<file path="src/stackMemory_params.svh">
`ifndef STACKMEMORY_PARAMS_SVH
`define STACKMEMORY_PARAMS_SVH

// Byte address width of the data memory, 1024 bytes
`define MEM_ADDR_WIDTH 10

// User stack region, grows down from the top
`define USER_STACK_LOW 32'd28
`define USER_STACK_TOP 32'd41

// Privileged stack region
`define PRIV_STACK_LOW 32'd42
`define PRIV_STACK_TOP 32'd55

`define SP_EMPTY 32'hFFFF_FFFF // Empty stack marker
`define PC_STEP  32'd2         // Instructions are two bytes

`endif

</file>
<file path="src/StackPointerBank.sv">
`timescale 1ns/1ns
`default_nettype none

`include "stackMemory_params.svh"

module StackPointerBank (
  input  logic        clock,
  input  logic        reset,
  input  logic        commit,
  input  logic        mode,
  input  logic [31:0] nextPc,
  input  logic [31:0] nextSp,
  output logic [31:0] pc,
  output logic [31:0] sp
);

  logic [31:0] userSp;
  logic [31:0] privSp;

  assign sp = mode ? privSp : userSp; // Mode bit picks the active stack

  always_ff @(posedge clock) begin
    if (reset) begin
      pc     <= 32'd0;
      userSp <= `SP_EMPTY;
      privSp <= `SP_EMPTY;
    end else if (commit) begin
      pc <= nextPc;
      // Only the active pointer moves
      if (mode) privSp <= nextSp;
      else      userSp <= nextSp;
    end
  end

endmodule

`default_nettype wire

</file>
<file path="config.mk">
export PLATFORM = sky130hd
export DESIGN_NAME = StackPointerBank
export DESIGN_NICKNAME = d
export VERILOG_FILES = /design/src/StackPointerBank.sv
export VERILOG_INCLUDE_DIRS = /design/src /design/src/src
export SDC_FILE = /design/constraint.sdc
export NUM_CORES = 1
export LEC_CHECK = 0
export BUFFER_PORTS_ARGS = -buffer_cell sky130_fd_sc_hd__buf_4
export CAP_MARGIN = 20
export CORE_MARGIN = 1
export CORE_UTILIZATION = 53
export CTS_BUF_LIST = sky130_fd_sc_hd__clkbuf_8
export DETAILED_ROUTE_END_ITERATION = 8
export PLACE_DENSITY_LB_ADDON = 0.2
export SYNTH_ARGS = -nofsm -noshare
export SYNTH_HDL_FRONTEND = slang
export SYNTH_SLANG_ARGS = --single-unit
</file>
<file path="constraint.sdc">
create_clock -name clock -period 1 [get_ports clock]
set_clock_uncertainty 0.05 [all_clocks]
set_input_delay 0 -clock clock [delete_from_list [all_inputs] [get_ports clock]]
set_output_delay 0 -clock clock [all_outputs]
set_load 0.02 [all_outputs]
</file>
* Yosys cells after proc, flatten, opt, wreduce, memory -nomap -nowiden
Cells that the tools add are included.
Operators by class: bitwise gates (word level) 1, muxes and demuxes 1, reduce and logical (&&, ||, !) cells 2
Operators with widths (count):
- 2-to-1 mux 32 bit | 1
- AND reduction 2 bit | 2
- NOT 1 bit | 1
Storage, ports and cells: logic and storage cells 7, register bits 96, output and inout port bits 64

* Logic depth before layout (Yosys ltp)
Gate-level depths: netlist (run 1).
depth after elaboration 2, depth in mapped cells 4

* Least setup slack after synthesis (run 1)
Ideal clock, no wire load.
kind input-to-reg, from input port commit, to register privSp[11], required time 827 ps, cell stages on the path 4, library setup time 123 ps, data arrival time 553 ps, setup slack 274 ps, path through buf_4 > buf_2 > a211oi_1 > a21oi_1
Between the ends: cells in the longest elaborated chain, start to end 1
RTL lines:
- start, declared | line StackPointerBank.sv:9 | input logic commit,
- AND reduction 2 bit (no line)
- end signal, assigned | line StackPointerBank.sv:26 | privSp <= `SP_EMPTY;
- end signal, assigned | line StackPointerBank.sv:30 | if (mode) privSp <= nextSp;
- end, declared | line StackPointerBank.sv:18 | logic [31:0] privSp;
Every way passes these cells. A chain may end at the register's enable or synchronous reset.

* Worst setup path after layout (run 1)
from register userSp[31], to output port sp[31]
Between the ends: cells in the longest elaborated chain, start to end 1
RTL lines:
- start, declared | line StackPointerBank.sv:17 | logic [31:0] userSp;
- start signal, assigned | line StackPointerBank.sv:25 | userSp <= `SP_EMPTY;
- start signal, assigned | line StackPointerBank.sv:31 | else userSp <= nextSp;
- 2-to-1 mux 32 bit | line StackPointerBank.sv:20 | assign sp = mode ? privSp : userSp;
- end, declared | line StackPointerBank.sv:14 | output logic [31:0] sp
Every way passes these cells.

==> results of run 1 <==
[worst paths after layout]
kind,from,endpoint,slack (ns),depth (start not counted)
worst max-delay path,userSp[31],sp[31],-0.17,2
worst min-delay path,reset,userSp[6],0.006,3
worst max register to register,privSp[0],privSp[0],0.06,2
worst min register to register,userSp[15],userSp[15],0.46,2
[sequential cells by signal (all words and copies together) (netlist names)]
name	count
pc	32
privSp	32
userSp	32
[synthesized netlist by cell type (all sizes together)]
cell     n
a211oi  32
a21oi   32
and2     1
buf     35
clkbuf   1
dfxtp   96
mux2    32
mux2i   64
nor2    96
nor2b    1
[through the flow]
stage                     worst slack, ns  cells  hold WS [ns]  instance area (sq um)
after floorplan                     0.274    390        0.0972                   4110
after detailed placement           0.0416    601         0.191                   5190
after CTS                          -0.154    686       0.00428                   6300
after global routing               -0.199    693        0.0215                   6360
after global placement             0.0773    601         0.181                   5190
final                              -0.172    693       0.00627                   6360
[what timing repair did]
| item | CTS | global route |
|---|---|---|
| hold buffers | 65 | 0 |
| pin swaps | 0 | 0 |
| setup endpoints to repair | 32 | 33 |
| resized for setup | 61 | 10 |
| buffers inserted | 4 | 6 |
| endpoints found under the hold margin | 96 | 0 |
[per-layer routing]
layer | share of wire (%) | GRT usage, % | up-vias | routed length (um)
met5 | 0 | 0 | - | 0
met4 | 3.4 | 14.0 | 0 | 417
met3 | 4.2 | 5.08 | 34 | 516
met2 | 54 | 55.0 | 137 | 6600
met1 | 38 | 30.4 | 1794 | 4630
li1 | - | - | 1751 | -
[cell type report]
type	count	area, sq um
multi-input combinational	258	1890
clock inverter	6	130
sequential	96	1970
clock buffer	10	138
antenna	1	2.50
timing repair buffer	223	2110
fill	379	1010
tap	99	124
[worst register-to-register path, delay by kind of cell (launching register included)]
kind / cells / cell delay [ns]
compound gates: 2 / 0.42
flops: 1 / 0.34
[report_power, final]
| part | total [uW] | leakage, uW | switching [uW] | internal [uW] |
|---|---|---|---|---|
| Sequential | 4180 | 0.000776 | 134 | 4050 |
| Combinational | 1800 | 0.00189 | 816 | 985 |
| Clock | 3340 | 0.000136 | 1370 | 1980 |
| Total | 9320 | 0.00280 | 2320 | 7010 |
[cells by family (layout without fill, tap and decap cells)]
family,count (synthesis),in the layout,share of synthesized area (%)
and+or+nand+nor,98,98,9.08
muxes,96,96,26.9
DFF,96,96,46.8
AOI/OAI and AO/OA,64,64,9.75
buffers and inverters,36,239,7.46
other,0,1,0
==> results.sh, run 1 <==
export IMPL_status="finished, violations left"
export IMPL_violations="setup timing"
export IMPL_wirelength_mm=12.2
export IMPL_cts_buffer_depth=2
export IMPL_yosys_area_top_type="dfxtp_1"
export IMPL_post_route_util_pct=86.3
export IMPL_vias=3716
export IMPL_rsz0062_at_grt="true"
export IMPL_cts_htree_levels=3
export IMPL_powerDensity_mw_per_mm2=1470
export IMPL_die_width_um=90.0
export IMPL_synthDistinctLibCells=15
export IMPL_setup_viol=32
export IMPL_crit_arrival_ns=1.12
export IMPL_drc=0
export IMPL_dr_pass1_iters=4
export IMPL_layout_setup_ws_ns=-0.172
export IMPL_power_leakage_uw=0.00280
export IMPL_io_pins=132
export IMPL_cts_tree="built"
export IMPL_syn_inst=390
export IMPL_grt_pass1_vias=3885
export IMPL_ant_nets=0
export IMPL_cts_sinks=96
export IMPL_antenna_found_initial=1
export IMPL_grt_start_max_net_pins=32
export IMPL_clkTransAtPathRegs_ns=0.09
export IMPL_start_kind="flop"
export IMPL_crit_family="flip-flops"
export IMPL_worstPathMaxFanout=2
export IMPL_syn_nets=458
export IMPL_critical_path_class="flop to output port"
export IMPL_initialDrtViolationCount=124
export IMPL_path_buf_inv=1
export IMPL_portBuffers=131
export IMPL_tns_ns=-4.40
export IMPL_yosys_warnings=0
export IMPL_core_sq_mm=0.00737
export IMPL_max_cap_violations=0
export IMPL_grt_overflow_total=0
export IMPL_viasPerCell=5.36
export IMPL_cts_buffers_inserted=9
export IMPL_grt_pass1_wl_mm=18.8
export IMPL_die_y_um=90.0
export IMPL_final_cell_mix="buf_4, nor2_1, dlygate4sd3_1, mux2i_1, dfxtp_1"
export IMPL_track_usage_pct=28.9
export IMPL_crit_slowest_cell="dfxtp_2"
export IMPL_finalCriticalPeriod_ns=1.17
export IMPL_post_route_period_util_pct=117
export IMPL_yosys_top_cells_area="dfxtp_1, mux2i_1, mux2_4, nor2_1, a211oi_1"
export IMPL_drive_above_1_share_pct=41.1
export IMPL_die_area_sq_mm=0.00811
export IMPL_start_util_pct=55.7
export IMPL_worstPathRequired_ns=0.95
export IMPL_synth_avg_cell_area_sq_um=10.5
export IMPL_slew_headroom_pct=73.8
export IMPL_area_delta_synth_final_pct=54.9
export IMPL_crit_chain="mux2_4, buf_6"
export IMPL_nets=656
export IMPL_fmax_mhz=853
export IMPL_post_drt_wl_per_cell_um=17.6
export IMPL_rows=31
export IMPL_gp_congestion=0.740
export IMPL_synth_seq_area_share_pct=46.8
export IMPL_end_kind="output port"
export IMPL_max_stage_delay_ns=0.35
export IMPL_tightest_slew_ns=0.390
export IMPL_synth_top_area_share_pct=46.8
export IMPL_final_common_cell="buf_4"
export IMPL_syn_cell_area_sq_mm=0.00411
export IMPL_ys_ff_latch=96
export IMPL_hold_path_class="input port to flop"
export IMPL_vdd_ir_drop_max_mv=1.04
export IMPL_hold_violations=0
export IMPL_power_total_uw=9320
export IMPL_cts_root_buffer="clkbuf_8"
export IMPL_finalMaxSlewViolations=0
export IMPL_hpwl_mm=6.25
export IMPL_clk_latency_ns=0.36
(Power assumes the default switching activity.)
==> run 2, diff against run 1 <==
- CORE_UTILIZATION: 53 -> 55
- clock period: 1 -> 1.5 ns (I/O delays scaled with it)
==> results.sh, run 2 (synthesis results as in run 1) <==
export IMPL_status="finished, final reports clean"
export IMPL_crit_slowest_cell="dfxtp_1"
export IMPL_fmax_mhz=852
export IMPL_cts_buffer_depth=2
export IMPL_seqCellArea_sq_mm=0.00192
export IMPL_slew_headroom_pct=76.7
export IMPL_grt_pass1_vias=3449
export IMPL_final_cell_mix="buf_4, nor2_1, dfxtp_1, mux2i_1, dlygate4sd3_1"
export IMPL_clk_latency_ns=0.35
export IMPL_rsz0062_at_grt="false"
export IMPL_max_cap_violations=0
export IMPL_crit_arrival_ns=1.12
export IMPL_gp_congestion=0.736
export IMPL_vias=3459
export IMPL_cts_root_buffer="clkbuf_8"
export IMPL_nets=642
export IMPL_cts_htree_levels=3
export IMPL_post_drt_wl_per_cell_um=14.9
export IMPL_placed_cell_area_sq_mm=0.00506
export IMPL_antenna_found_initial=0
export IMPL_cts_sinks=96
export IMPL_hpwl_mm=5.98
export IMPL_area_delta_synth_final_pct=43.3
export IMPL_reg_top3="pc (32), privSp (32), userSp (32)"
export IMPL_viasPerCell=5.10
export IMPL_multiInputGateArea_sq_mm=0.00189
export IMPL_grt_pass1_wl_mm=15.5
export IMPL_start_kind="flop"
export IMPL_core_sq_mm=0.00725
export IMPL_power_total_uw=5480
export IMPL_clkTransAtPathRegs_ns=0.10
export IMPL_crit_chain="mux2_4, buf_4"
export IMPL_finalMaxSlewViolations=0
export IMPL_max_stage_delay_ns=0.33
export IMPL_power_leakage_uw=0.00261
export IMPL_post_route_period_util_pct=78.2
export IMPL_initialDrtViolationCount=79
export IMPL_grt_overflow_total=0
export IMPL_hold_path_class="input port to flop"
export IMPL_vdd_ir_drop_max_mv=0.687
export IMPL_tns_ns=0
export IMPL_critical_path_class="flop to output port"
export IMPL_cts_tree="built"
export IMPL_ctsResizeCount=0
export IMPL_start_util_pct=56.6
export IMPL_dr_pass1_iters=6
export IMPL_nFillCells=434
export IMPL_final_common_cell="buf_4"
export IMPL_die_area_sq_mm=0.00782
export IMPL_fin_area_sq_mm=0.00589
export IMPL_drive_above_1_share_pct=33.3
export IMPL_tightest_slew_ns=0.349
export IMPL_rows=31
export IMPL_wirelength_mm=10.1
export IMPL_portBuffers=131
export IMPL_hold_violations=0
export IMPL_post_route_util_pct=81.2
export IMPL_cts_buffers_inserted=9
export IMPL_worstPathMaxFanout=2
export IMPL_end_kind="output port"
export IMPL_ant_nets=0
export IMPL_worstPathRequired_ns=1.45
export IMPL_finalCriticalPeriod_ns=1.17
export IMPL_io_pins=132
export IMPL_insertedDiodeCount=0
export IMPL_powerDensity_mw_per_mm2=931
export IMPL_die_width_um=88.4
export IMPL_setup_viol=0
export IMPL_track_usage_pct=25.7
export IMPL_die_y_um=88.4
export IMPL_drc=0
export IMPL_grt_start_max_net_pins=54
## run 2: changes by cell type in the layout (fill, tap and decap cells not counted), sizes merged
cell,delta
clkinv,+1
bufinv,-3
clkinvlp,+2
buf,-13
clkbuf,-1
dlygate4sd3,-1
diode,-1
inv,+1
## run 2: area by class of cell
class                   count  share of cell area (%)
flip-flops and latches     96                    32.6
well taps                  99                    2.10
multi-input cells         258                    32.1
clock buffers               9                    2.10
clock inverters             7                    1.08
repair buffers            209                    30.0
## run 2: through the flow
step / hold WS, ns / instances / setup slack [ns]
after global routing: 0.0447 / 678 / 0.307
after global placement: 0.183 / 598 / 0.447
after CTS: 0.00400 / 678 / 0.322
after detailed placement: 0.190 / 598 / 0.437
after floorplan: 0.0972 / 390 / 0.774
final: 0.0176 / 678 / 0.326
## run 2: metal layers
layer	GRT usage, %	wire, um	up-vias
met2	46.4	5350	90
met1	29.3	4100	1633
met3	5.69	453	18
met5	0	0	-
li1	-	-	1718
met4	10.1	198	0
## run 2: repair_timing
action | CTS | global route
buffers inserted | 0 | 0
hold buffers | 64 | 0
endpoints found under the hold margin | 96 | 0
## run 2: critical path, delay by kind of cell, from the launching register on
kind	cells	cell delay (ns)
flip-flops	1	0.33
buffers and inverters	1	0.16
multiplexers	1	0.27
## run 2: worst paths after layout
| check | startpoint | to | slack, ns | depth (start not counted) |
|---|---|---|---|---|
| max | userSp[5] | sp[5] | 0.33 | 2 |
| min | mode | privSp[1] | 0.02 | 3 |
| max reg2reg | privSp[8] | privSp[8] | 0.70 | 2 |
| min reg2reg | privSp[16] | privSp[16] | 0.46 | 2 |
## run 2: report_power, final
part           switching (uW)  internal [uW]  total (uW)  leakage (uW)
combinational             496            569        1060       0.00173
sequential               75.6           2690        2760      0.000790
clock                     895            757        1650     0.0000962
total                    1470           4010        5480       0.00261
