### src/stackMemory_params.svh
`ifndef STACKMEMORY_PARAMS_SVH
`define STACKMEMORY_PARAMS_SVH

// Byte address width of the data memory, 1024 bytes
`define MEM_ADDR_WIDTH 10

// User stack region, grows down from the top
`define USER_STACK_LOW 32'd28
`define USER_STACK_TOP 32'd41

// Privileged stack region
`define PRIV_STACK_LOW 32'd42
`define PRIV_STACK_TOP 32'd55

`define SP_EMPTY 32'hFFFF_FFFF // Empty stack marker
`define PC_STEP  32'd2         // Instructions are two bytes

`endif

### src/MemoryPkg.sv
`default_nettype none

`include "stackMemory_params.svh"

package MemoryPkg;

  // Control codes from the control unit
  typedef enum logic [2:0] {
    ctrlIdle = 3'd0,
    ctrlPush = 3'd1,
    ctrlPop  = 3'd2,
    ctrlByte = 3'd3,
    ctrlHalf = 3'd4,
    ctrlWord = 3'd5,
    ctrlJump = 3'd6
  } memControl_e;

  // Data word, whole or split into byte lanes (lane 0 is the LSB)
  typedef union packed {
    logic [31:0]     word;
    logic [3:0][7:0] lanes;
  } dataWord_u;

  typedef logic [3:0][`MEM_ADDR_WIDTH-1:0] byteAddrs_t; // One address per lane

endpackage

`default_nettype wire

### src/MemBusIf.sv
`timescale 1ns/1ns
`default_nettype none

`include "stackMemory_params.svh"

// APB link between the byte sequencer and the data memory
interface MemBusIf;

  logic [`MEM_ADDR_WIDTH-1:0] paddr;
  logic                       psel;
  logic                       penable;
  logic                       pwrite;
  logic [7:0]                 pwdata;
  logic [7:0]                 prdata;
  logic                       pready;

  modport master (
    output paddr, psel, penable, pwrite, pwdata,
    input  prdata, pready
  );

  modport slave (
    input  paddr, psel, penable, pwrite, pwdata,
    output prdata, pready
  );

endinterface

`default_nettype wire

### src/ByteTransferSequencer.sv
`timescale 1ns/1ns
`default_nettype none

module ByteTransferSequencer import MemoryPkg::*; (
  input  logic       clock,
  input  logic       reset,
  input  logic       start,
  input  byteAddrs_t byteAddrs,
  input  logic [2:0] byteCount,
  input  logic       writeAccess,
  input  dataWord_u  writeData,
  output dataWord_u  readData,
  output logic       busy,
  output logic       done,
  output logic       commit,
  MemBusIf.master    bus
);

  typedef enum logic [1:0] {
    IDLE,
    SETUP,
    ACCESS,
    FINISH
  } seqState_e;

  seqState_e  state;
  logic [1:0] lane;     // Current byte lane
  logic       lastLane;

  assign lastLane = ({1'b0, lane} == byteCount - 3'd1);

  assign busy   = (state != IDLE);
  assign done   = (state == FINISH);
  assign commit = (state == FINISH); // Register bank loads on this

  // APB master outputs
  assign bus.psel    = (state == SETUP) || (state == ACCESS);
  assign bus.penable = (state == ACCESS);
  assign bus.pwrite  = writeAccess & bus.psel;
  assign bus.paddr   = byteAddrs[lane];
  assign bus.pwdata  = writeData.lanes[lane];

  always_ff @(posedge clock) begin
    if (reset) begin
      state <= IDLE;
      lane  <= 2'd0;
    end else begin
      case (state)
        IDLE: begin
          lane <= 2'd0;
          if (start) begin
            state <= (byteCount == 3'd0) ? FINISH : SETUP;
          end
        end
        SETUP: state <= ACCESS;
        ACCESS: begin
          if (bus.pready) begin
            if (lastLane) begin
              state <= FINISH;
            end else begin
              lane  <= lane + 2'd1;
              state <= SETUP;
            end
          end
        end
        default: state <= IDLE; // FINISH lasts one cycle
      endcase
    end
  end

  // Read data assembly, unused lanes stay zero
  always_ff @(posedge clock) begin
    if (state == IDLE && start) begin
      readData.word <= 32'd0;
    end else if (state == ACCESS && bus.pready && !writeAccess) begin
      readData.lanes[lane] <= bus.prdata;
    end
  end

endmodule

`default_nettype wire

### src/flat_wrapper.sv
// flat-port wrapper written by rule: the top's interface ports become plain ports
module ByteTransferSequencer_flat import MemoryPkg::*;
  (clock, reset, start, byteAddrs, byteCount, writeAccess, writeData, readData, busy, done, commit, bus_paddr, bus_psel, bus_penable, bus_pwrite, bus_pwdata, bus_prdata, bus_pready);
  MemBusIf bus_i ();
  input  logic clock;
  input  logic reset;
  input  logic start;
  input  byteAddrs_t byteAddrs;
  input  logic [2:0] byteCount;
  input  logic writeAccess;
  input  dataWord_u writeData;
  output dataWord_u readData;
  output logic busy;
  output logic done;
  output logic commit;
  output wire logic [$bits(bus_i.paddr)-1:0] bus_paddr;
  output wire logic [$bits(bus_i.psel)-1:0] bus_psel;
  output wire logic [$bits(bus_i.penable)-1:0] bus_penable;
  output wire logic [$bits(bus_i.pwrite)-1:0] bus_pwrite;
  output wire logic [$bits(bus_i.pwdata)-1:0] bus_pwdata;
  input wire logic [$bits(bus_i.prdata)-1:0] bus_prdata;
  input wire logic [$bits(bus_i.pready)-1:0] bus_pready;
  assign bus_paddr = bus_i.paddr;
  assign bus_psel = bus_i.psel;
  assign bus_penable = bus_i.penable;
  assign bus_pwrite = bus_i.pwrite;
  assign bus_pwdata = bus_i.pwdata;
  assign bus_i.prdata = bus_prdata;
  assign bus_i.pready = bus_pready;
  ByteTransferSequencer u_core (.clock(clock), .reset(reset), .start(start), .byteAddrs(byteAddrs), .byteCount(byteCount), .writeAccess(writeAccess), .writeData(writeData), .readData(readData), .busy(busy), .done(done), .commit(commit), .bus(bus_i));
endmodule
### config.mk
export PLATFORM = sky130hd
export DESIGN_NAME = ByteTransferSequencer_flat
export DESIGN_NICKNAME = d
export VERILOG_FILES = /design/src/MemoryPkg.sv /design/src/MemBusIf.sv /design/src/ByteTransferSequencer.sv /design/src/flat_wrapper.sv
export VERILOG_INCLUDE_DIRS = /design/src /design/src/src
export SDC_FILE = /design/constraint.sdc
export NUM_CORES = 1
export LEC_CHECK = 0
export ABC_CLOCK_PERIOD_IN_PS = 1800
export BUFFER_PORTS_ARGS = -buffer_cell sky130_fd_sc_hd__clkbuf_2
export CAP_MARGIN = 25
export CORE_UTILIZATION = 41
export DETAILED_ROUTE_END_ITERATION = 8
export PLACE_DENSITY_LB_ADDON = 0.2
export SLEW_MARGIN = 40
export SYNTH_ARGS = -nofsm -noshare
export SYNTH_HDL_FRONTEND = slang
export SYNTH_SLANG_ARGS = --single-unit
### constraint.sdc
create_clock -name clock -period 1.8 [get_ports clock]
set_clock_uncertainty 0.05 [all_clocks]
set_input_delay 0.09 -clock clock [delete_from_list [all_inputs] [get_ports clock]]
set_output_delay 0.09 -clock clock [all_outputs]
set_load 0.03 [all_outputs]
Word level (Yosys, flattened, before mapping):

Cells that the tools add are included.

* register bits after elaboration: 36
* output and inout bits: 56
* word-level logic and storage cells: 42

* $add $sub $neg: 2
* order comparisons: 2
* equality and inequality tests: 7
* mux-type cells: 15
* bitwise gates (word level): 1
* reductions and logical operators: 12

Operators with widths (count)
* bitwise mux 32 bit: 1
* binary-select mux 10 bit (select 2 bit): 1
* binary-select mux 8 bit (select 2 bit): 1
* demux 8 bit (select 2 bit): 1
* 2-to-1 mux 8 bit: 2
* 2-to-1 mux 2 bit: 6
* 2-to-1 mux 10 bit: 1
* case mux 2 bit (3 select lines): 1
* == test 2 bit (second input constant): 2
* logical AND 1 bit: 4
* != test 2 bit (second input constant): 2
* case mux 2 bit (2 select lines): 1
* nonzero test 2 bit: 2
* == test 2 x 3 -> 1 bit: 1
* zero test 3 bit: 1
* < comparator 2 x 3 -> 1 bit (second input constant): 1
* AND reduction 3 bit: 1
* subtractor 3 x 1 -> 3 bit (second input constant): 1
* adder 2 x 1 -> 2 bit (second input constant): 1
* == test 2 x 1 -> 1 bit (second input constant): 1
* >= comparator 2 x 1 -> 1 bit (second input constant): 1
* zero test 2 bit: 1
* != test 2 x 1 -> 1 bit (second input constant): 1
* AND reduction 2 bit: 1
* other kinds (3): 3

Logic depth before layout (Yosys ltp):

* depth in word-level cells: 5
* depth in mapped cells: 8
* gate-level depth less buffers: 6

Worst setup path before layout:

No wires, ideal clock.

* path type: register to register
* start point: register u_core.state[0]
* end point: register u_core.readData[0] (netlist bit)
* data arrival time: 1.555 ns
* path slack: 0.062 ns
* cell stages (with the launch flop): 9
* path buffers: 2
* path through: dfxtp_1 inv_1 ha_1 buf_4 and3b_2 and2_1 buf_4 nand2_1 a21oi_1

* longest elaborated chain between the ends: 3

Ends and longest elaborated chain
* from (decl): line ByteTransferSequencer.sv:26 `seqState_e state;`
* from (signal assigned): line ByteTransferSequencer.sv:52 `state <= (byteCount == 3'd0) ? FINISH : SETUP;`
* == test 2 bit
* named net bus_penable: line flat_wrapper.sv:18 `output wire logic [$bits(bus_i.penable)-1:0] bus_penable;`
* logical AND 1 bit (2 in series): line ByteTransferSequencer.sv:75 `end else if (state == ACCESS && bus.pready && !writeAccess) begin`
* to (decl): line ByteTransferSequencer.sv:12 `output dataWord_u readData,`

The timed path passes the listed nets, and every way through them passes these cells.
A chain may end at the register's enable or synchronous reset.

Final worst setup path:

* start point: register u_core.lane[0]
* end point: output port bus_paddr[5]

* longest elaborated chain between the ends: 2

Ends and longest elaborated chain
* from (decl): line ByteTransferSequencer.sv:27 `logic [1:0] lane;`
* from (signal assigned): line ByteTransferSequencer.sv:61 `lane <= lane + 2'd1;`
* binary-select mux 10 bit (select 2 bit): line ByteTransferSequencer.sv:40 `assign bus.paddr = byteAddrs[lane];`
* 2-to-1 mux 10 bit (not written as such): line ByteTransferSequencer.sv:40
* to (decl): line flat_wrapper.sv:16 `output wire logic [$bits(bus_i.paddr)-1:0] bus_paddr;`

No other way between the ends. The select of a mux whose other input is x is not followed.

==> run_results.csv <==
group,metric,value,unit
outcome,status,"finished, final reports clean",
timing,setup_viol,0,
clocking,insertion_delay,280,ps
clocking,cts_sinks,36,
routing,wire_per_inst,13.7,um
final_layout,utilization,0.628,
clocking,clk_path_buf_depth,2,
synthesis,synth_area_leaders,"dfxtp_1 (36%), mux4_2 (21%), nand2_1 (13%)",
timing,maxSlewViolCount,0,
synthesis,yosys.cell_types.count,29,
die,design.die.area,5100,sq um
synthesis,synth_top_area_frac,0.365,
pwr,power_density,843,nW/um^2
timing,tns,0,ps
global_route,grt_pass1_wl,8790,um
routing,first_pass_iters,4,
routing,vias,2052,
die,io_pins,144,
timing,grt_setup_unrepaired,"false",
synthesis,yosysSeqAreaShare,0.365,
routing,routed_via_density,5.07,
clocking,clk_pin_slew,70,ps
routing,drc,0,
synthesis,postSynthNetCount,309,
final_layout,fill_cells,430,
synthesis,ys.flop_type,"dfxtp_1",
setup_path,crit_path_end_kind,"primary output",
synthesis,yosys_warnings,0,
timing,finalHoldViolCount,0,
global_route,grt_max_degree,33,
synthesis,ys_ff_latch,36,
setup_path,crit_path_start_kind,"flip-flop",
routing,first_iter_violations,70,
timing,worst-slew-pin-transition,347,ps
place,place_congestion,0.755,
clocking,cts_setup_buffers,0,
synthesis,netlist_instances,211,
setup_path,reg2reg_depth,6,
timing,post-route-period-util,0.950,
final_layout,area_growth,43.0,%
final_layout,multi_input_area,1130,sq um
global_route,grt.overflow.total,0,
clocking,cts_buffers,5,
timing,fmax,585,MHz
synthesis,async_flop_share,0,
die,coreArea,4500,sq um
setup_path,worstPathRequired,1660,ps
global_route,antenna_found_initial,0,
die,die_h,71.4,um
synthesis,avgSynthCellArea,9.37,sq um
die,start_util,0.439,
place,post-dp-hpwl,4450,um
synthesis,synth_top_area_cell,"dfxtp_1",
routing,postRouteWirelength,5540,um
final_layout,nets,451,
pwr,ir_drop,493,uV
global_route,grt_use_total,0.224,
setup_path,crit_type,"reg -> out",
die,die_x,71.4,um
worst_hold_path,hold-path-cell-count,3,
synthesis,netlist_area,1980,sq um
clocking,cts-root-buf,"clkbuf_8",
place,io_buffer_count,143,
pwr,p_leak,1.32,nW
flow_run,cap_violations,0,
die,rows,24,
clocking,htreeDepth,2,
timing,relSlewSlack,0.768,
timing,post-route-min-period,1710,ps
worst_hold_path,hold_class,"in -> reg",
final_layout,seq_area,722,sq um
global_route,grt_pass1_vias,2023,
setup_path,crit_arrival,1570,ps
routing,drtAntennaViolNets,0,
final_layout,drive_gt1_frac,0.510,
final_layout,num_antenna_cells,0,
setup_path,cp_max_fo,10,
clocking,cts_tree,"done",
synthesis,synth_edf_count,0,
## logic make-up after synthesis
family | Yosys count | synth area share
compound gates | 40 | 0.115
simple gates | 79 | 0.170
mux | 19 | 0.210
flops | 36 | 0.365
xor+xnor | 3 | 0.0133
buf+inv | 24 | 0.0646
fa+ha+maj | 10 | 0.0633
## area by class of cell
class	count	share of cell area
Clock buffer	6	0.0257
Tap cell	52	0.0230
Clock inverter	1	0.00177
Sequential cell	36	0.255
Timing Repair Buffer	149	0.281
Multi-Input combinational cell	151	0.400
Inverter	10	0.0133
## worst paths after layout
path / end / slack, ps / start
worst min-delay path: u_core.readData[6]$_SDFFE_PP0P_ / 50 / bus_prdata[6]
worst min register to register: u_core.readData[27]$_SDFFE_PP0P_ / 400 / u_core.readData[27]$_SDFFE_PP0P_
worst max-delay path: bus_paddr[5] / 90 / u_core.lane[0]$_SDFFE_PP0P_
worst max register to register: u_core.readData[26]$_SDFFE_PP0P_ / 180 / u_core.state[0]$_SDFFE_PP0P_
## sequential cells by signal (all words and copies together) (netlist names)
| signal | flops |
|---|---|
| u_core.lane | 2 |
| u_core.state | 2 |
| u_core.readData | 32 |
## routing by layer
metal | global-route usage | part of all wire
met1 | 0.245 | 0.38
met4 | 0.0778 | 0.0052
met5 | 0 | 0
met2 | 0.416 | 0.55
met3 | 0.0591 | 0.065
## synth_stat cells (2+ instances only)
cell,number
xor2_1,2
inv_2,3
inv_1,7
mux4_2,18
nand2_1,67
and2_1,5
buf_2,3
ha_1,10
a21oi_1,33
dfxtp_1,36
buf_4,5
buf_6,2
clkbuf_1,3
nand4_1,2
## metrics by stage
step / worst slack [ps] / instances / total power, mW / hold slack [ps] / instance area (sq um)
6_report: 90.3 / 405 / 2.38 / 49.3 / 2830
4_1_cts: 43.1 / 404 / 2.39 / 31.1 / 2800
3_3_place_gp: 142 / 396 / 1.84 / 295 / 2710
2_1_floorplan: 62.4 / 211 / 1.59 / 109 / 1980
3_5_place_dp: 84.4 / 396 / 1.86 / 294 / 2710
5_1_grt: 12.2 / 405 / 2.52 / 42.4 / 2830
## report_power, final
group | internal, mW | switching [mW] | total, mW
clock | 0.263 | 0.258 | 0.521
combinational | 0.386 | 0.607 | 0.993
sequential | 0.837 | 0.0318 | 0.869
total | 1.49 | 0.897 | 2.38
## worst max-delay path, cell delays in order, from the launching register on
cell	delay [ps]
dfxtp_2	400
clkbuf_16	200
mux4_2	490
clkbuf_2	200
## cells in the final DEF, fill, tap and decap left out, drive strengths merged, types with 2 or more instances in the layout
cell    instances
clkbuf        150
nand2          67
dfxtp          36
a21oi          33
mux4           18
ha             10
inv            10
and2            5
buf             4
xor2            2
nand4           2
## what timing repair did
action | CTS | global route
cloned | 0 | 1
pin swaps | 0 | 0
hold buffers | 1 | 0
resized for setup | 1 | 2
endpoints found under the hold margin | 1 | 0
setup endpoints to repair | 6 | 25
Note: power is estimated with default switching activity, not from simulation.
