$ cat config.mk
export PLATFORM = sky130hd
export DESIGN_NAME = MemoryAddressHandler
export DESIGN_NICKNAME = d
export VERILOG_FILES = /design/src/MemoryPkg.sv /design/src/MemoryAddressHandler.sv
export VERILOG_INCLUDE_DIRS = /design/src /design/src/src
export SDC_FILE = /design/constraint.sdc
export NUM_CORES = 1
export LEC_CHECK = 0
export BUFFER_PORTS_ARGS = -buffer_cell sky130_fd_sc_hd__buf_4
export CORE_ASPECT_RATIO = 0.6
export CORE_UTILIZATION = 46
export DETAILED_ROUTE_END_ITERATION = 16
export PLACE_DENSITY = 0.85
export SYNTH_ARGS = -nofsm -noshare
export SYNTH_HDL_FRONTEND = slang
export SYNTH_SLANG_ARGS = --single-unit
$ cat constraint.sdc
create_clock -name vclk -period 3.9
set_input_delay 0.39 -clock vclk [all_inputs]
set_output_delay 0.39 -clock vclk [all_outputs]
set_load 0.03 [all_outputs]
$ cat src/stackMemory_params.svh
`ifndef STACKMEMORY_PARAMS_SVH
`define STACKMEMORY_PARAMS_SVH

// Byte address width of the data memory, 1024 bytes
`define MEM_ADDR_WIDTH 10

// User stack region, grows down from the top
`define USER_STACK_LOW 32'd28
`define USER_STACK_TOP 32'd41

// Privileged stack region
`define PRIV_STACK_LOW 32'd42
`define PRIV_STACK_TOP 32'd55

`define SP_EMPTY 32'hFFFF_FFFF // Empty stack marker
`define PC_STEP  32'd2         // Instructions are two bytes

`endif

$ cat src/MemoryPkg.sv
`default_nettype none

`include "stackMemory_params.svh"

package MemoryPkg;

  // Control codes from the control unit
  typedef enum logic [2:0] {
    ctrlIdle = 3'd0,
    ctrlPush = 3'd1,
    ctrlPop  = 3'd2,
    ctrlByte = 3'd3,
    ctrlHalf = 3'd4,
    ctrlWord = 3'd5,
    ctrlJump = 3'd6
  } memControl_e;

  // Data word, whole or split into byte lanes (lane 0 is the LSB)
  typedef union packed {
    logic [31:0]     word;
    logic [3:0][7:0] lanes;
  } dataWord_u;

  typedef logic [3:0][`MEM_ADDR_WIDTH-1:0] byteAddrs_t; // One address per lane

endpackage

`default_nettype wire

$ cat src/MemoryAddressHandler.sv
`timescale 1ns/1ns
`default_nettype none

`include "stackMemory_params.svh"

module MemoryAddressHandler import MemoryPkg::*; (
  input  memControl_e                control,
  input  logic                       mode,          // 0 user, 1 privileged
  input  logic [31:0]                resultAddress, // From the ALU
  input  logic [31:0]                pc,
  input  logic [31:0]                sp,
  output logic [31:0]                nextPc,
  output logic [31:0]                nextSp,
  output byteAddrs_t                 byteAddrs,
  output logic [2:0]                 byteCount,
  output logic                       writeAccess,
  output logic [`MEM_ADDR_WIDTH-1:0] instAddr0,
  output logic [`MEM_ADDR_WIDTH-1:0] instAddr1
);

  logic [31:0]                effPc;
  logic [31:0]                stackLow;
  logic [31:0]                stackTop;
  logic [31:0]                spDown;
  logic [31:0]                spUp;
  logic [`MEM_ADDR_WIDTH-1:0] baseAddr;

  // Jump takes the ALU result as the new PC
  assign effPc     = (control == ctrlJump) ? resultAddress : pc;
  assign nextPc    = effPc + `PC_STEP;
  assign instAddr0 = effPc[`MEM_ADDR_WIDTH-1:0];
  assign instAddr1 = instAddr0 - 1'b1;

  assign stackLow = mode ? `PRIV_STACK_LOW : `USER_STACK_LOW;
  assign stackTop = mode ? `PRIV_STACK_TOP : `USER_STACK_TOP;
  assign spDown   = sp - 32'd1;
  assign spUp     = sp + 32'd1;
  assign baseAddr = resultAddress[`MEM_ADDR_WIDTH-1:0];

  always_comb begin
    nextSp      = sp;
    byteAddrs   = '0;
    byteCount   = 3'd0;
    writeAccess = 1'b0;

    case (control)
      ctrlPush: begin
        writeAccess = 1'b1;
        if (sp == `SP_EMPTY) begin
          byteAddrs[0] = stackTop[`MEM_ADDR_WIDTH-1:0]; // First item at the top
          nextSp       = stackTop;
          byteCount    = 3'd1;
        end else if (sp > stackLow && sp <= stackTop) begin
          byteAddrs[0] = spDown[`MEM_ADDR_WIDTH-1:0];
          nextSp       = spDown;
          byteCount    = 3'd1;
        end
        // Full stack drops the push
      end

      ctrlPop: begin
        if (sp >= stackLow && sp < stackTop) begin
          byteAddrs[0] = sp[`MEM_ADDR_WIDTH-1:0];
          nextSp       = spUp;
          byteCount    = 3'd1;
        end else if (sp == stackTop) begin
          byteAddrs[0] = sp[`MEM_ADDR_WIDTH-1:0]; // Last item
          nextSp       = `SP_EMPTY;
          byteCount    = 3'd1;
        end else begin
          nextSp = `SP_EMPTY; // Nothing to read
        end
      end

      ctrlByte, ctrlHalf, ctrlWord: begin
        writeAccess = resultAddress[31]; // Top bit marks a store
        for (int k = 0; k < 4; k++) begin
          byteAddrs[k] = baseAddr - k[`MEM_ADDR_WIDTH-1:0];
        end
        case (control)
          ctrlByte: byteCount = 3'd1;
          ctrlHalf: byteCount = 3'd2;
          default:  byteCount = 3'd4;
        endcase
      end

      default: begin
        byteCount = 3'd0; // Idle and jump touch no data
      end
    endcase
  end

endmodule

`default_nettype wire

# == Word-level counts from Yosys, hierarchy flattened ==
# Cells that the tools add are included.
# totals
ff_bits,0
elab_cells,42
output_inout_bits,128
in_bits,100
# op_classes
magnitude_cmp,4
eq_ne,8
muxes,20
n_reduce_logical,3
n_addsub,7
# op_table
op,n
32-bit 2-to-1 mux,4
32-bit case mux with 2 select lines,1
10-bit 2-to-1 mux,4
32-bit by 1-bit adder with 32-bit output (second input constant),1
32-bit by 2-bit adder with 32-bit output (second input constant),1
32-bit equality test (second input constant),1
32-bit by 6-bit equality test with 1-bit output,1
32-bit by 6-bit greater-or-equal comparator with 1-bit output,1
32-bit by 6-bit > comparator with 1-bit output,1
32-bit by 6-bit <= comparator with 1-bit output,1
32-bit by 6-bit less-than comparator with 1-bit output,1
32-bit by 1-bit subtractor with 32-bit output (second input constant),1
30-bit 2-to-1 mux,1
10-bit case mux with 3 select lines,1
10-bit by 1-bit subtractor with 10-bit output (second input constant),2
10-bit by 2-bit subtractor with 10-bit output (second input constant),2
3-bit equality test (second input constant),3
3-bit case mux with 3 select lines,1
3-bit by 2-bit equality test with 1-bit output (second input constant),2
6-bit 2-to-1 mux,1
3-bit case mux with 2 select lines,1
5-bit 2-to-1 mux,1
3-bit by 1-bit equality test with 1-bit output (second input constant),1
1-bit 2-to-1 mux,3
4 further kinds,5

# == Depth between registers and ports, before layout ==
# Gate-level depths: netlist (run 1).
# depth
word_depth,6
mapped_depth,14
depth_no_buf,10

# == Worst setup path before layout (run 1) ==
# OpenSTA, ideal clock, no wires.
# synth_path
path_kind,in2out
from,input port control[2]
to,output port nextPc[15]
arrival_ps,4278
path_slack_ps,-768
stages,14
t_required_ps,3510
n_path_buf,6
cell_sequence,buf_2 and3b_1 clkbuf_1 buf_4 buf_2 buf_2 a21boi_0 inv_1 ha_1 and3_1 buf_2 and3_1 xnor2_1 mux2i_1
# synth_between
elab_chain_len,3
# synth_lines
element,line_no,source
start: declaration,MemoryAddressHandler.sv:7,"input memControl_e control,"
3-bit equality test,MemoryAddressHandler.sv:29,assign effPc = (control == ctrlJump) ? resultAddress : pc;
32-bit 2-to-1 mux,MemoryAddressHandler.sv:29,
via instAddr0[1],MemoryAddressHandler.sv:17,"output logic [`MEM_ADDR_WIDTH-1:0] instAddr0,"
32-bit by 2-bit adder with 32-bit output (no line),--,
end: declaration,MemoryAddressHandler.sv:12,"output logic [31:0] nextPc,"
# The timed path passes the listed nets, and every way through them passes these cells.

# == Final worst setup path (run 1) ==
# layout_path
from,input port mode
to,output port nextSp[10]
# layout_between
elab_chain_len,6
elab_cells_between_ends,12
cone_classes,order compare: 4; mux: 6; reduce/logical: 2
# layout_lines
element,line_no,source
start: declaration,MemoryAddressHandler.sv:8,"input logic mode,"
6-bit 2-to-1 mux (no line) / 5-bit 2-to-1 mux (equally long branches),--,
32-bit by 6-bit > comparator with 1-bit output / 32-bit by 6-bit <= comparator with 1-bit output (equally long branches),MemoryAddressHandler.sv:53,end else if (sp > stackLow && sp <= stackTop) begin
1-bit logical AND,MemoryAddressHandler.sv:53,
32-bit 2-to-1 mux,MemoryAddressHandler.sv:53,
32-bit 2-to-1 mux,MemoryAddressHandler.sv:49,if (sp == `SP_EMPTY) begin
32-bit case mux with 2 select lines *,MemoryAddressHandler.sv:46,case (control)
end: declaration,MemoryAddressHandler.sv:13,"output logic [31:0] nextSp,"
# Every way passes the cells marked *; elsewhere a longest branch is shown, timed or not.

==> results of run 1 <==
-- cell usage in the layout (no fill, tap or decap), types with 4 or more instances in the layout --
master,n
mux2i_1,30
xor2_1,33
mux2_2,4
and2_1,7
ha_1,20
o21a_1,6
nor4_1,7
o211ai_1,4
nand2b_1,4
buf_4,240
o21ai_0,21
nor2_1,67
o31ai_1,7
nor2b_1,5
inv_1,23
nand4_1,28
xnor2_1,34
o21ai_1,7
nor3_1,13
nand3_1,47
a21o_1,7
nor4_2,4
or3_1,6
a21oi_1,17
and3_1,7
nand2_1,72
a211o_1,6
-- cell usage after synthesis, types with 13 or more instances --
cell | count | share of area
a21oi_1 | 17 | 0.023
buf_2 | 13 | 0.018
clkbuf_1 | 19 | 0.020
ha_1 | 20 | 0.069
inv_1 | 23 | 0.024
mux2i_1 | 31 | 0.085
nand2_1 | 72 | 0.074
nand3_1 | 47 | 0.064
nand4_1 | 28 | 0.048
nor2_1 | 67 | 0.069
nor3_1 | 13 | 0.018
o21ai_0 | 21 | 0.029
xnor2_1 | 34 | 0.082
xor2_1 | 33 | 0.079
-- report_power, final --
group,switching (mW),total (mW),internal [mW]
sequential,0,0,0
clock,0,0,0
combinational,0.476,0.770,0.295
-- routing by layer --
metal / GRT usage / vias up
li1: - / 2445
met1: 0.540 / 2452
met2: 0.543 / 367
met3: 0.104 / 37
met4: 0.0858 / 0
met5: 0 / -
-- stage by stage --
| step | hold slack [ns] | instances | worst slack [ns] | area (sq um) | total power, mW |
|---|---|---|---|---|---|
| CTS | 1.10 | 877 | 0.471 | 5430 | 0.761 |
| global placement | 1.10 | 877 | 0.545 | 5430 | 0.751 |
| detailed placement | 1.10 | 877 | 0.479 | 5430 | 0.758 |
| finish | 1.10 | 877 | 0.392 | 5430 | 0.770 |
| floorplan | 0.892 | 569 | 0.0604 | 3660 | 0.444 |
| global route | 1.12 | 877 | 0.100 | 5430 | 0.809 |
-- worst max-delay path, stage by stage --
cell      delay, ns
buf_4          0.16
inv_1          0.11
ha_1           0.37
nand4_1        0.17
o211ai_1       0.25
o31ai_1        0.23
nor4_2         0.82
a21oi_1        0.26
o21ai_0        0.16
buf_4          0.19
-- path summary, 6_finish.rpt --
path,endpoint,slack [ns],depth (start not counted)
worst max-delay path,nextSp[10],0.39,10
worst min-delay path,byteCount[1],1.10,3
-- area by class of cell --
type                            instances  share of cell area
Tap cell                              104              0.0239
Multi-Input combinational cell        509               0.628
Timing Repair Buffer                  240               0.332
Inverter                               24              0.0166
-- logic make-up (layout without fill, tap and decap cells) --
group                      count (synthesis)  count (layout)  synth area share
adders and majority gates                 20              20            0.0685
buffers and inverters                     60             264            0.0703
and+or+nand+nor                          291             291             0.414
muxes                                     35              35            0.0973
AOI/OAI and AO/OA                         96              96             0.190
xor gates and xnor gates                  67              67             0.161
==> out/metrics.cfg, run 1 <==
[synthesis]
synth.distinct_cells = 60
synth.avg_cell_area_sq_um = 6.42
syn_inst = 569
yosysWarnings = 0
yosysSeqAreaShare = 0
synth_area_sq_mm = 0.00365
syn-num-nets = 689

[sta]
period_share = 0.899
fmax_ghz = 0.285
final_max_slew_viol_count = 0
layout_min_cycle_time_ns = 3.51
worst_pin_slew_ns = 0.925
slew_headroom = 0.381
rsz0062_at_grt = false
fin_tns_setup_ns = 0
finalHoldViolations = 0
setup_viol_count_final = 0

[worst_setup_path]
startpoint = mode
arrival_ns = 3.12
worstPathMaxFanout = 9
startpoint_type = input pin
crit_path_end_kind = output pin
required_ns = 3.51
path_class = in2out

[worst_hold_path]
hold_path.class = in2out
worstHoldStart = control[0]

[placement]
port-buffer-count = 228
hpwl_um = 13500
place.gp.congestion = 1.08

[drt]
drc = 0
dr_wl_met3_um = 2100
vias_per_cell = 6.04
drt-total-wl_um = 16200
routed-via-count = 5301
avgRoutedWirePerCell_um = 18.5
m1WireLength_um = 7010
drtIter0Drc = 586
firstDrtPassIters = 7
top_layer = met4
drtAntennaViolNets = 0
wl_met2_um = 6700

[power]
irDropWorstVdd_mv = 0.138
pwr_density_cell_mw_per_mm2 = 142
p_leak_nw = 2.49

[cells_and_area]
clkbuf_count = 0
multi_input_area_sq_mm = 0.00341
seq_area_sq_um = 0
seq_cells = 0
syn2layout_area_growth_pct = 48.8
drive_gt1_frac = 0.349
antenna_cells = 0
post-route-util = 0.727
fin_nets = 895
num-fill-cells = 664

[floorplanning]
ioPinCount = 228
fp.dieW_um = 117
die_h_um = 71.0
start_util = 0.488
die_area_sq_mm = 0.00831
coreArea_sq_mm = 0.00748
rows = 24

[grt]
antenna_found_initial = 0
grt_overflow = 0
grt_max_degree = 27
grt_use_total = 0.374
grt_pass1_vias = 4663
grt_pass1_wl_um = 24500

[run_status]
outcome = finished clean

[flow_run]
drv_cap = 0

[clock_tree]
cts_resized = 0
hold_buffers = 0
post-cts-setup-buffers = 0

No activity file was read; power rests on OpenSTA's default activity.
==> run 2, diff against run 1 <==
- ABC_AREA: unset -> 1
- CORE_UTILIZATION: 46 -> 47
- PLACE_DENSITY: 0.85 -> 0.84
==> run 2 against run 1 <==
  * Non-clock buffer count is 5 lower
  * Sequential cell count stayed put
  * First-iteration DRC count up 30%
  * Final area rose by 6.5%
  * Utilization down 1.3 points
  * Area after synthesis grew 11%
  * Critical path depth increased by 2
  * Highest routed layer unchanged
  * Largest power group unchanged
  * Global-route usage decreased by 2.9 points
  * Final cell count rose by 32%
==> out/metrics.cfg, run 2 <==
[run_status]
outcome = finished clean  ; unchanged

[placement]
place.gp.congestion = 1.04  ; was 1.08
hpwl_um = 13800  ; was 13,500 um
port-buffer-count = 228  ; unchanged

[worst_setup_path]
worstPathMaxFanout = 42  ; was 9
startpoint = control[0]  ; was mode
startpoint_type = input pin  ; unchanged
critPathBufInv = 4  ; was 3
crit_slowest_cell = o21ai_0  ; was nor4_2
path_class = in2out  ; unchanged
crit_path_end_kind = output pin  ; unchanged
required_ns = 3.51  ; about the same
cpMostUsedCell = nand2_1  ; was buf_4
crit_chain = buf_4, inv_2, nand3_2, buf_4, o21ai_0, nor2_1, nand2_1, nor3_1, nand2_1, nand2_1, nand2_1, buf_4  ; was buf_4, inv_1, ha_1, nand4_1, o211ai_1, o31ai_1, nor4_2, a21oi_1, o21ai_0, buf_4
arrival_ns = 2.76  ; was 3.12 ns
critPathMaxStageDelay_ns = 0.77  ; was 0.82 ns
crit_family = simple AND/OR/NAND/NOR gates  ; unchanged

[cells_and_area]
multi_input_area_sq_mm = 0.00341  ; about the same
layout.cells.most_common_list = nand2_1 (257), buf_4 (235), nor2_1 (155)  ; was buf_4 (240), nand2_1 (72), nor2_1 (67)
seq_cells = 0  ; unchanged
clkbuf_count = 0  ; unchanged
drive_gt1_frac = 0.255  ; was 0.349
fin_nets = 1176  ; was 895
num-fill-cells = 791  ; was 664
layout_commonest_cell = nand2_1  ; was buf_4
seq_area_sq_um = 0  ; unchanged
syn2layout_area_growth_pct = 42.7  ; was 48.8%
antenna_cells = 0  ; unchanged

[synthesis]
synth.avg_cell_area_sq_um = 4.78  ; was 6.42 sq um
synth_area_sq_mm = 0.00405  ; was 0.00365 sq mm
yosysMostFrequentCell = nand2_1  ; unchanged
synth.distinct_cells = 37  ; was 60
yosysSeqAreaShare = 0  ; unchanged
yosys-top-cells-area = nand2_1 (24%), nor2_1 (14%), inv_1 (11%), nand3_1 (8.4%), xor2_1 (6.9%)  ; was mux2i_1 (8.5%), xnor2_1 (8.2%), xor2_1 (7.9%), nand2_1 (7.4%), nor2_1 (6.9%)
syn-num-nets = 968  ; was 689
synth_top_area_frac = 0.238  ; was 0.0850
syn_inst = 848  ; was 569
yosysTopAreaCell = nand2_1  ; was mux2i_1
yosys-top-cells-count = nand2_1 (257), nor2_1 (155), inv_1 (122)  ; was nand2_1 (72), nor2_1 (67), nand3_1 (47)
yosysWarnings = 0  ; unchanged

[drt]
drtIter0Drc = 763  ; was 586
drt-total-wl_um = 16500  ; was 16,200 um
vias_per_cell = 5.28  ; was 6.04
drtAntennaViolNets = 0  ; unchanged
drc = 0  ; unchanged
avgRoutedWirePerCell_um = 14.2  ; was 18.5 um
firstDrtPassIters = 6  ; was 7
routed-via-count = 6138  ; was 5,301

[grt]
busiest_layer = met1  ; was met2
grt.met3_usage = 0.0721  ; was 0.104
use_met2 = 0.490  ; was 0.543
grt_use_total = 0.345  ; was 0.374
grt_overflow = 0  ; unchanged
antenna_found_initial = 0  ; unchanged
use_met1 = 0.526  ; was 0.540
grt_pass1_vias = 5096  ; was 4,663
grt_pass1_wl_um = 25000  ; was 24,500 um
grt_max_degree = 43  ; was 27

[worst_hold_path]
holdPathEnd = byteCount[1]  ; unchanged
whs_path_depth = 3  ; unchanged
hold_path.class = in2out  ; unchanged
worstHoldStart = control[0]  ; unchanged

[floorplanning]
rows = 25  ; was 24
ioPinCount = 228  ; unchanged
fp.dieW_um = 122  ; was 117 um
start_util = 0.500  ; was 0.488
die_area_sq_mm = 0.00901  ; was 0.00831 sq mm
die_h_um = 73.9  ; was 71.0 um
coreArea_sq_mm = 0.00810  ; was 0.00748 sq mm

[sta]
setup_viol_count_final = 0  ; unchanged
layout_min_cycle_time_ns = 3.15  ; was 3.51 ns
period_share = 0.807  ; was 0.899
finalHoldViolations = 0  ; unchanged
rsz0062_at_grt = false  ; unchanged
final_max_slew_viol_count = 0  ; unchanged
fmax_ghz = 0.318  ; was 0.285 GHz
fin_tns_setup_ns = 0  ; unchanged
slew_headroom = 0.377  ; was 0.381
whs_ns = 1.07  ; was 1.10 ns
worst_pin_slew_ns = 0.925  ; about the same

[power]
switchingPower_mw = 0.547  ; was 0.476 mW
p_comb_frac = 1.000  ; about the same
netSwitchingFraction = 0.642  ; was 0.618
p_clk_frac = 0  ; about the same
seq_power_share = 0  ; about the same
irDropWorstVdd_mv = 0.117  ; was 0.138 mV
pwr_density_cell_mw_per_mm2 = 147  ; was 142 mW/mm^2
p_leak_nw = 3.25  ; was 2.49 nW
p_int_mw = 0.305  ; was 0.295 mW

[clock_tree]
cts_resized = 0  ; unchanged
hold_buffers = 0  ; unchanged
post-cts-setup-buffers = 0  ; unchanged

[flow_run]
drv_cap = 0  ; unchanged

-- run 2: cell count changes after synthesis, sizes merged, moves of 10 or more --
cell,change
o21ai,+28
nand4,-12
nand2,+185
nand3,+21
clkbuf,-10
nor2,+98
mux2i,-31
inv,+103
xnor2,-31
-- run 2: tightest hold or removal path, delay by kind of cell --
family / cells / cell delay (ns)
buffers and inverters: 2 / 0.25
AND/OR/NAND/NOR: 1 / 0.04
-- run 2: cell type report --
cell class                 count  area share
multi-input combinational    691       0.589
inverter                     128      0.0830
timing repair buffer         235       0.305
tap                          108      0.0234
-- run 2: how the worst max path moves through the flow --
stage | endpoint | depth (start not counted) | slack, ns
after CTS | nextPc[28] | 12 | 0.91
after floorplan | nextPc[17] | 12 | 0.73
after global placement | nextSp[0] | 16 | 0.87
after global routing | nextPc[28] | 12 | 0.51
final | nextPc[28] | 12 | 0.75
after detailed placement | nextPc[28] | 12 | 0.92
-- run 2: metal layers --
layer	wire length [um]	part of all wire
met5	0	0
met4	329	0.020
met3	2000	0.12
met2	6450	0.39
met1	7760	0.47
-- run 2: per-stage QoR --
| stage | instance area (sq um) | setup WS (ns) | cells | total power, mW | util |
|---|---|---|---|---|---|
| global route | 5790 | 0.506 | 1162 | 0.910 | 0.714 |
| floorplan | 4050 | 0.728 | 848 | 0.515 | - |
| detailed placement | 5790 | 0.920 | 1162 | 0.838 | 0.714 |
| CTS | 5790 | 0.911 | 1162 | 0.841 | 0.714 |
| global placement | 5790 | 0.867 | 1162 | 0.837 | 0.714 |
| finish | 5790 | 0.752 | 1162 | 0.852 | 0.714 |
-- run 2: power groups by stage --
stage          logic [mW]  registers, mW  clock network (mW)
2_1_floorplan       0.515              0                   0
3_3_place_gp        0.837              0                   0
3_5_place_dp        0.838              0                   0
4_1_cts             0.841              0                   0
5_1_grt             0.910              0                   0
6_report            0.852              0                   0
-- run 2: cells by family after synthesis --
kind of cell,count (synthesis),share of synthesized area
xor+xnor,35,0.0756
simple gates,544,0.564
compound gates,92,0.139
fa+ha+maj,20,0.0617
buf+inv,157,0.160
==> run 3, diff against run 2 <==
- CORE_UTILIZATION: 47 -> 43
- PLACE_DENSITY: 0.84 -> 0.81
- clock period: 3.9 -> 2.88 ns (I/O delays scaled with it)
==> run 3 against run 2 <==
  * Power grew 37%
  * Final area grew 2.5%
  * Count of clock-buffer cells in the layout is the same
  * Critical path depth grew 1
  * Worst hold slack lost 0.20 ns
  * Critical endpoint is now nextSp[8]
  * Sequential cell count is the same
  * Sequential share of layout area is the same
  * Utilization shrank 6.6 points
==> out/metrics.cfg, run 3 (same netlist as run 2, synthesis figures left out) <==
[worst_setup_path]
worstPathMaxFanout = 25  ; was 42
crit_path_end_kind = output pin  ; unchanged
path_class = in2out  ; unchanged
required_ns = 2.59  ; was 3.51 ns
startpoint_type = input pin  ; unchanged
crit_family = simple AND/OR/NAND/NOR gates  ; unchanged
cpMostUsedCell = buf_4  ; was nand2_1
critPathMaxStageDelay_ns = 0.55  ; was 0.77 ns
crit_slowest_cell = a21oi_4  ; was o21ai_0
arrival_ns = 2.39  ; was 2.76 ns
crit_chain = buf_4, inv_1, ha_1, nand2_1, nor2_1, nand2_1, nand3_1, nor2_2, buf_4, a21oi_4, nor2_1, nand3_1, buf_4  ; was buf_4, inv_2, nand3_2, buf_4, o21ai_0, nor2_1, nand2_1, nor3_1, nand2_1, nand2_1, nand2_1, buf_4
critPathBufInv = 4  ; unchanged

[cells_and_area]
syn2layout_area_growth_pct = 46.3  ; was 42.7%
antenna_cells = 0  ; unchanged
layout.cells.most_common_list = nand2_1 (257), buf_4 (243), nor2_1 (155)  ; was nand2_1 (257), buf_4 (235), nor2_1 (155)
layout_commonest_cell = nand2_1  ; unchanged
clkbuf_count = 0  ; unchanged
seq_cells = 0  ; unchanged
final_cell_count_no_fill = 1193  ; was 1,162
fin_nets = 1185  ; was 1,176
drive_gt1_frac = 0.266  ; was 0.255
seq_area_sq_um = 0  ; unchanged
num-fill-cells = 937  ; was 791

[worst_hold_path]
hold_path.class = in2out  ; unchanged

[sta]
fin_tns_setup_ns = 0  ; unchanged
layout_min_cycle_time_ns = 2.68
period_share = 0.930
fmax_ghz = 0.373
worst_pin_slew_ns = 0.666  ; was 0.925 ns
slew_headroom = 0.556  ; was 0.377
setup_viol_count_final = 0  ; unchanged
finalHoldViolations = 0  ; unchanged
final_max_slew_viol_count = 0  ; unchanged
rsz0062_at_grt = false  ; unchanged

[drt]
vias_per_cell = 5.02  ; was 5.28
m1WireLength_um = 8110  ; was 7760 um
drt-total-wl_um = 16300  ; was 16,500 um
top_layer = met4  ; unchanged
dr_wl_met3_um = 1560  ; was 2000 um
drc = 0  ; unchanged
drtAntennaViolNets = 0  ; unchanged
firstDrtPassIters = 5  ; was 6
routed-via-count = 5983  ; was 6,138
drtIter0Drc = 472  ; was 763
wl_met2_um = 6570  ; was 6450 um
avgRoutedWirePerCell_um = 13.7  ; was 14.2 um

[floorplanning]
start_util = 0.443  ; was 0.500
ioPinCount = 228  ; unchanged
coreArea_sq_mm = 0.00916  ; was 0.00810 sq mm
fp.dieW_um = 127  ; was 122 um
die_h_um = 77.2  ; was 73.9 um
die_area_sq_mm = 0.00983  ; was 0.00901 sq mm
rows = 27  ; was 25

[power]
pwr_density_cell_mw_per_mm2 = 196  ; was 147 mW/mm^2
totalPowerFinal_mw = 1.16  ; was 0.852 mW
p_leak_nw = 3.30  ; was 3.25 nW
irDropWorstVdd_mv = 0.144  ; was 0.117 mV

[grt]
antenna_found_initial = 0  ; unchanged
grt_use_total = 0.321  ; was 0.345
grt_overflow = 0  ; unchanged
grt_pass1_wl_um = 26000  ; was 25,000 um
grt_max_degree = 33  ; was 43
grt_pass1_vias = 5266  ; was 5,096

[flow_run]
drv_cap = 0  ; unchanged

[placement]
place.gp.congestion = 1.03  ; was 1.04
dp_cells = 1193  ; was 1,162
port-buffer-count = 228  ; unchanged
hpwl_um = 13600  ; was 13,800 um

[run_status]
outcome = finished clean  ; unchanged

==> run 3: per-stage QoR <==
step                      hold slack, ns  setup slack, ns  instance area [sq um]   util
final                              0.868            0.201                   5930  0.648
after global routing               0.896           0.0508                   5930  0.648
after CTS                          0.868            0.209                   5920  0.646
after detailed placement           0.868            0.217                   5920  0.646
after global placement             0.868            0.177                   5920  0.646
after floorplan                    0.688           0.0202                   4080      -
==> run 3: path summary, 6_finish.rpt <==
path | depth (start not counted) | start | endpoint | slack (ns)
worst max-delay path | 13 | mode | nextSp[8] | 0.20
worst min-delay path | 3 | control[0] | byteCount[1] | 0.87
==> run 3: layout make-up <==
| cell class | instances | area (sq um) | area share |
|---|---|---|---|
| tap | 130 | 163 | 0.0274 |
| inverter | 128 | 480 | 0.0810 |
| multi-input combinational | 691 | 3440 | 0.581 |
| timing repair buffer | 244 | 1840 | 0.311 |
==> run 3: power breakdown <==
group	leakage [nW]	switching [mW]	internal [mW]
sequential	0	0	0
combinational	3.30	0.742	0.422
clock	0	0	0
total	3.30	0.742	0.422
==> run 3: metal layers <==
layer | vias to the layer above | global-route usage
met5 | - | 0
met4 | 0 | 0.0345
met3 | 11 | 0.0356
met2 | 302 | 0.470
met1 | 2585 | 0.503
li1 | 3085 | -
==> run 3: tightest hold or removal path, delay by kind of cell <==
family,cells,cell delay [ns]
buf+inv,2,0.26
simple gates,1,0.04
==> run 3: repair_timing <==
| action | CTS | global route |
|---|---|---|
| setup endpoints to repair | 0 | 5 |
| gates resized for setup | 0 | 3 |
| hold buffers | 0 | 0 |
| buffers inserted | 0 | 0 |
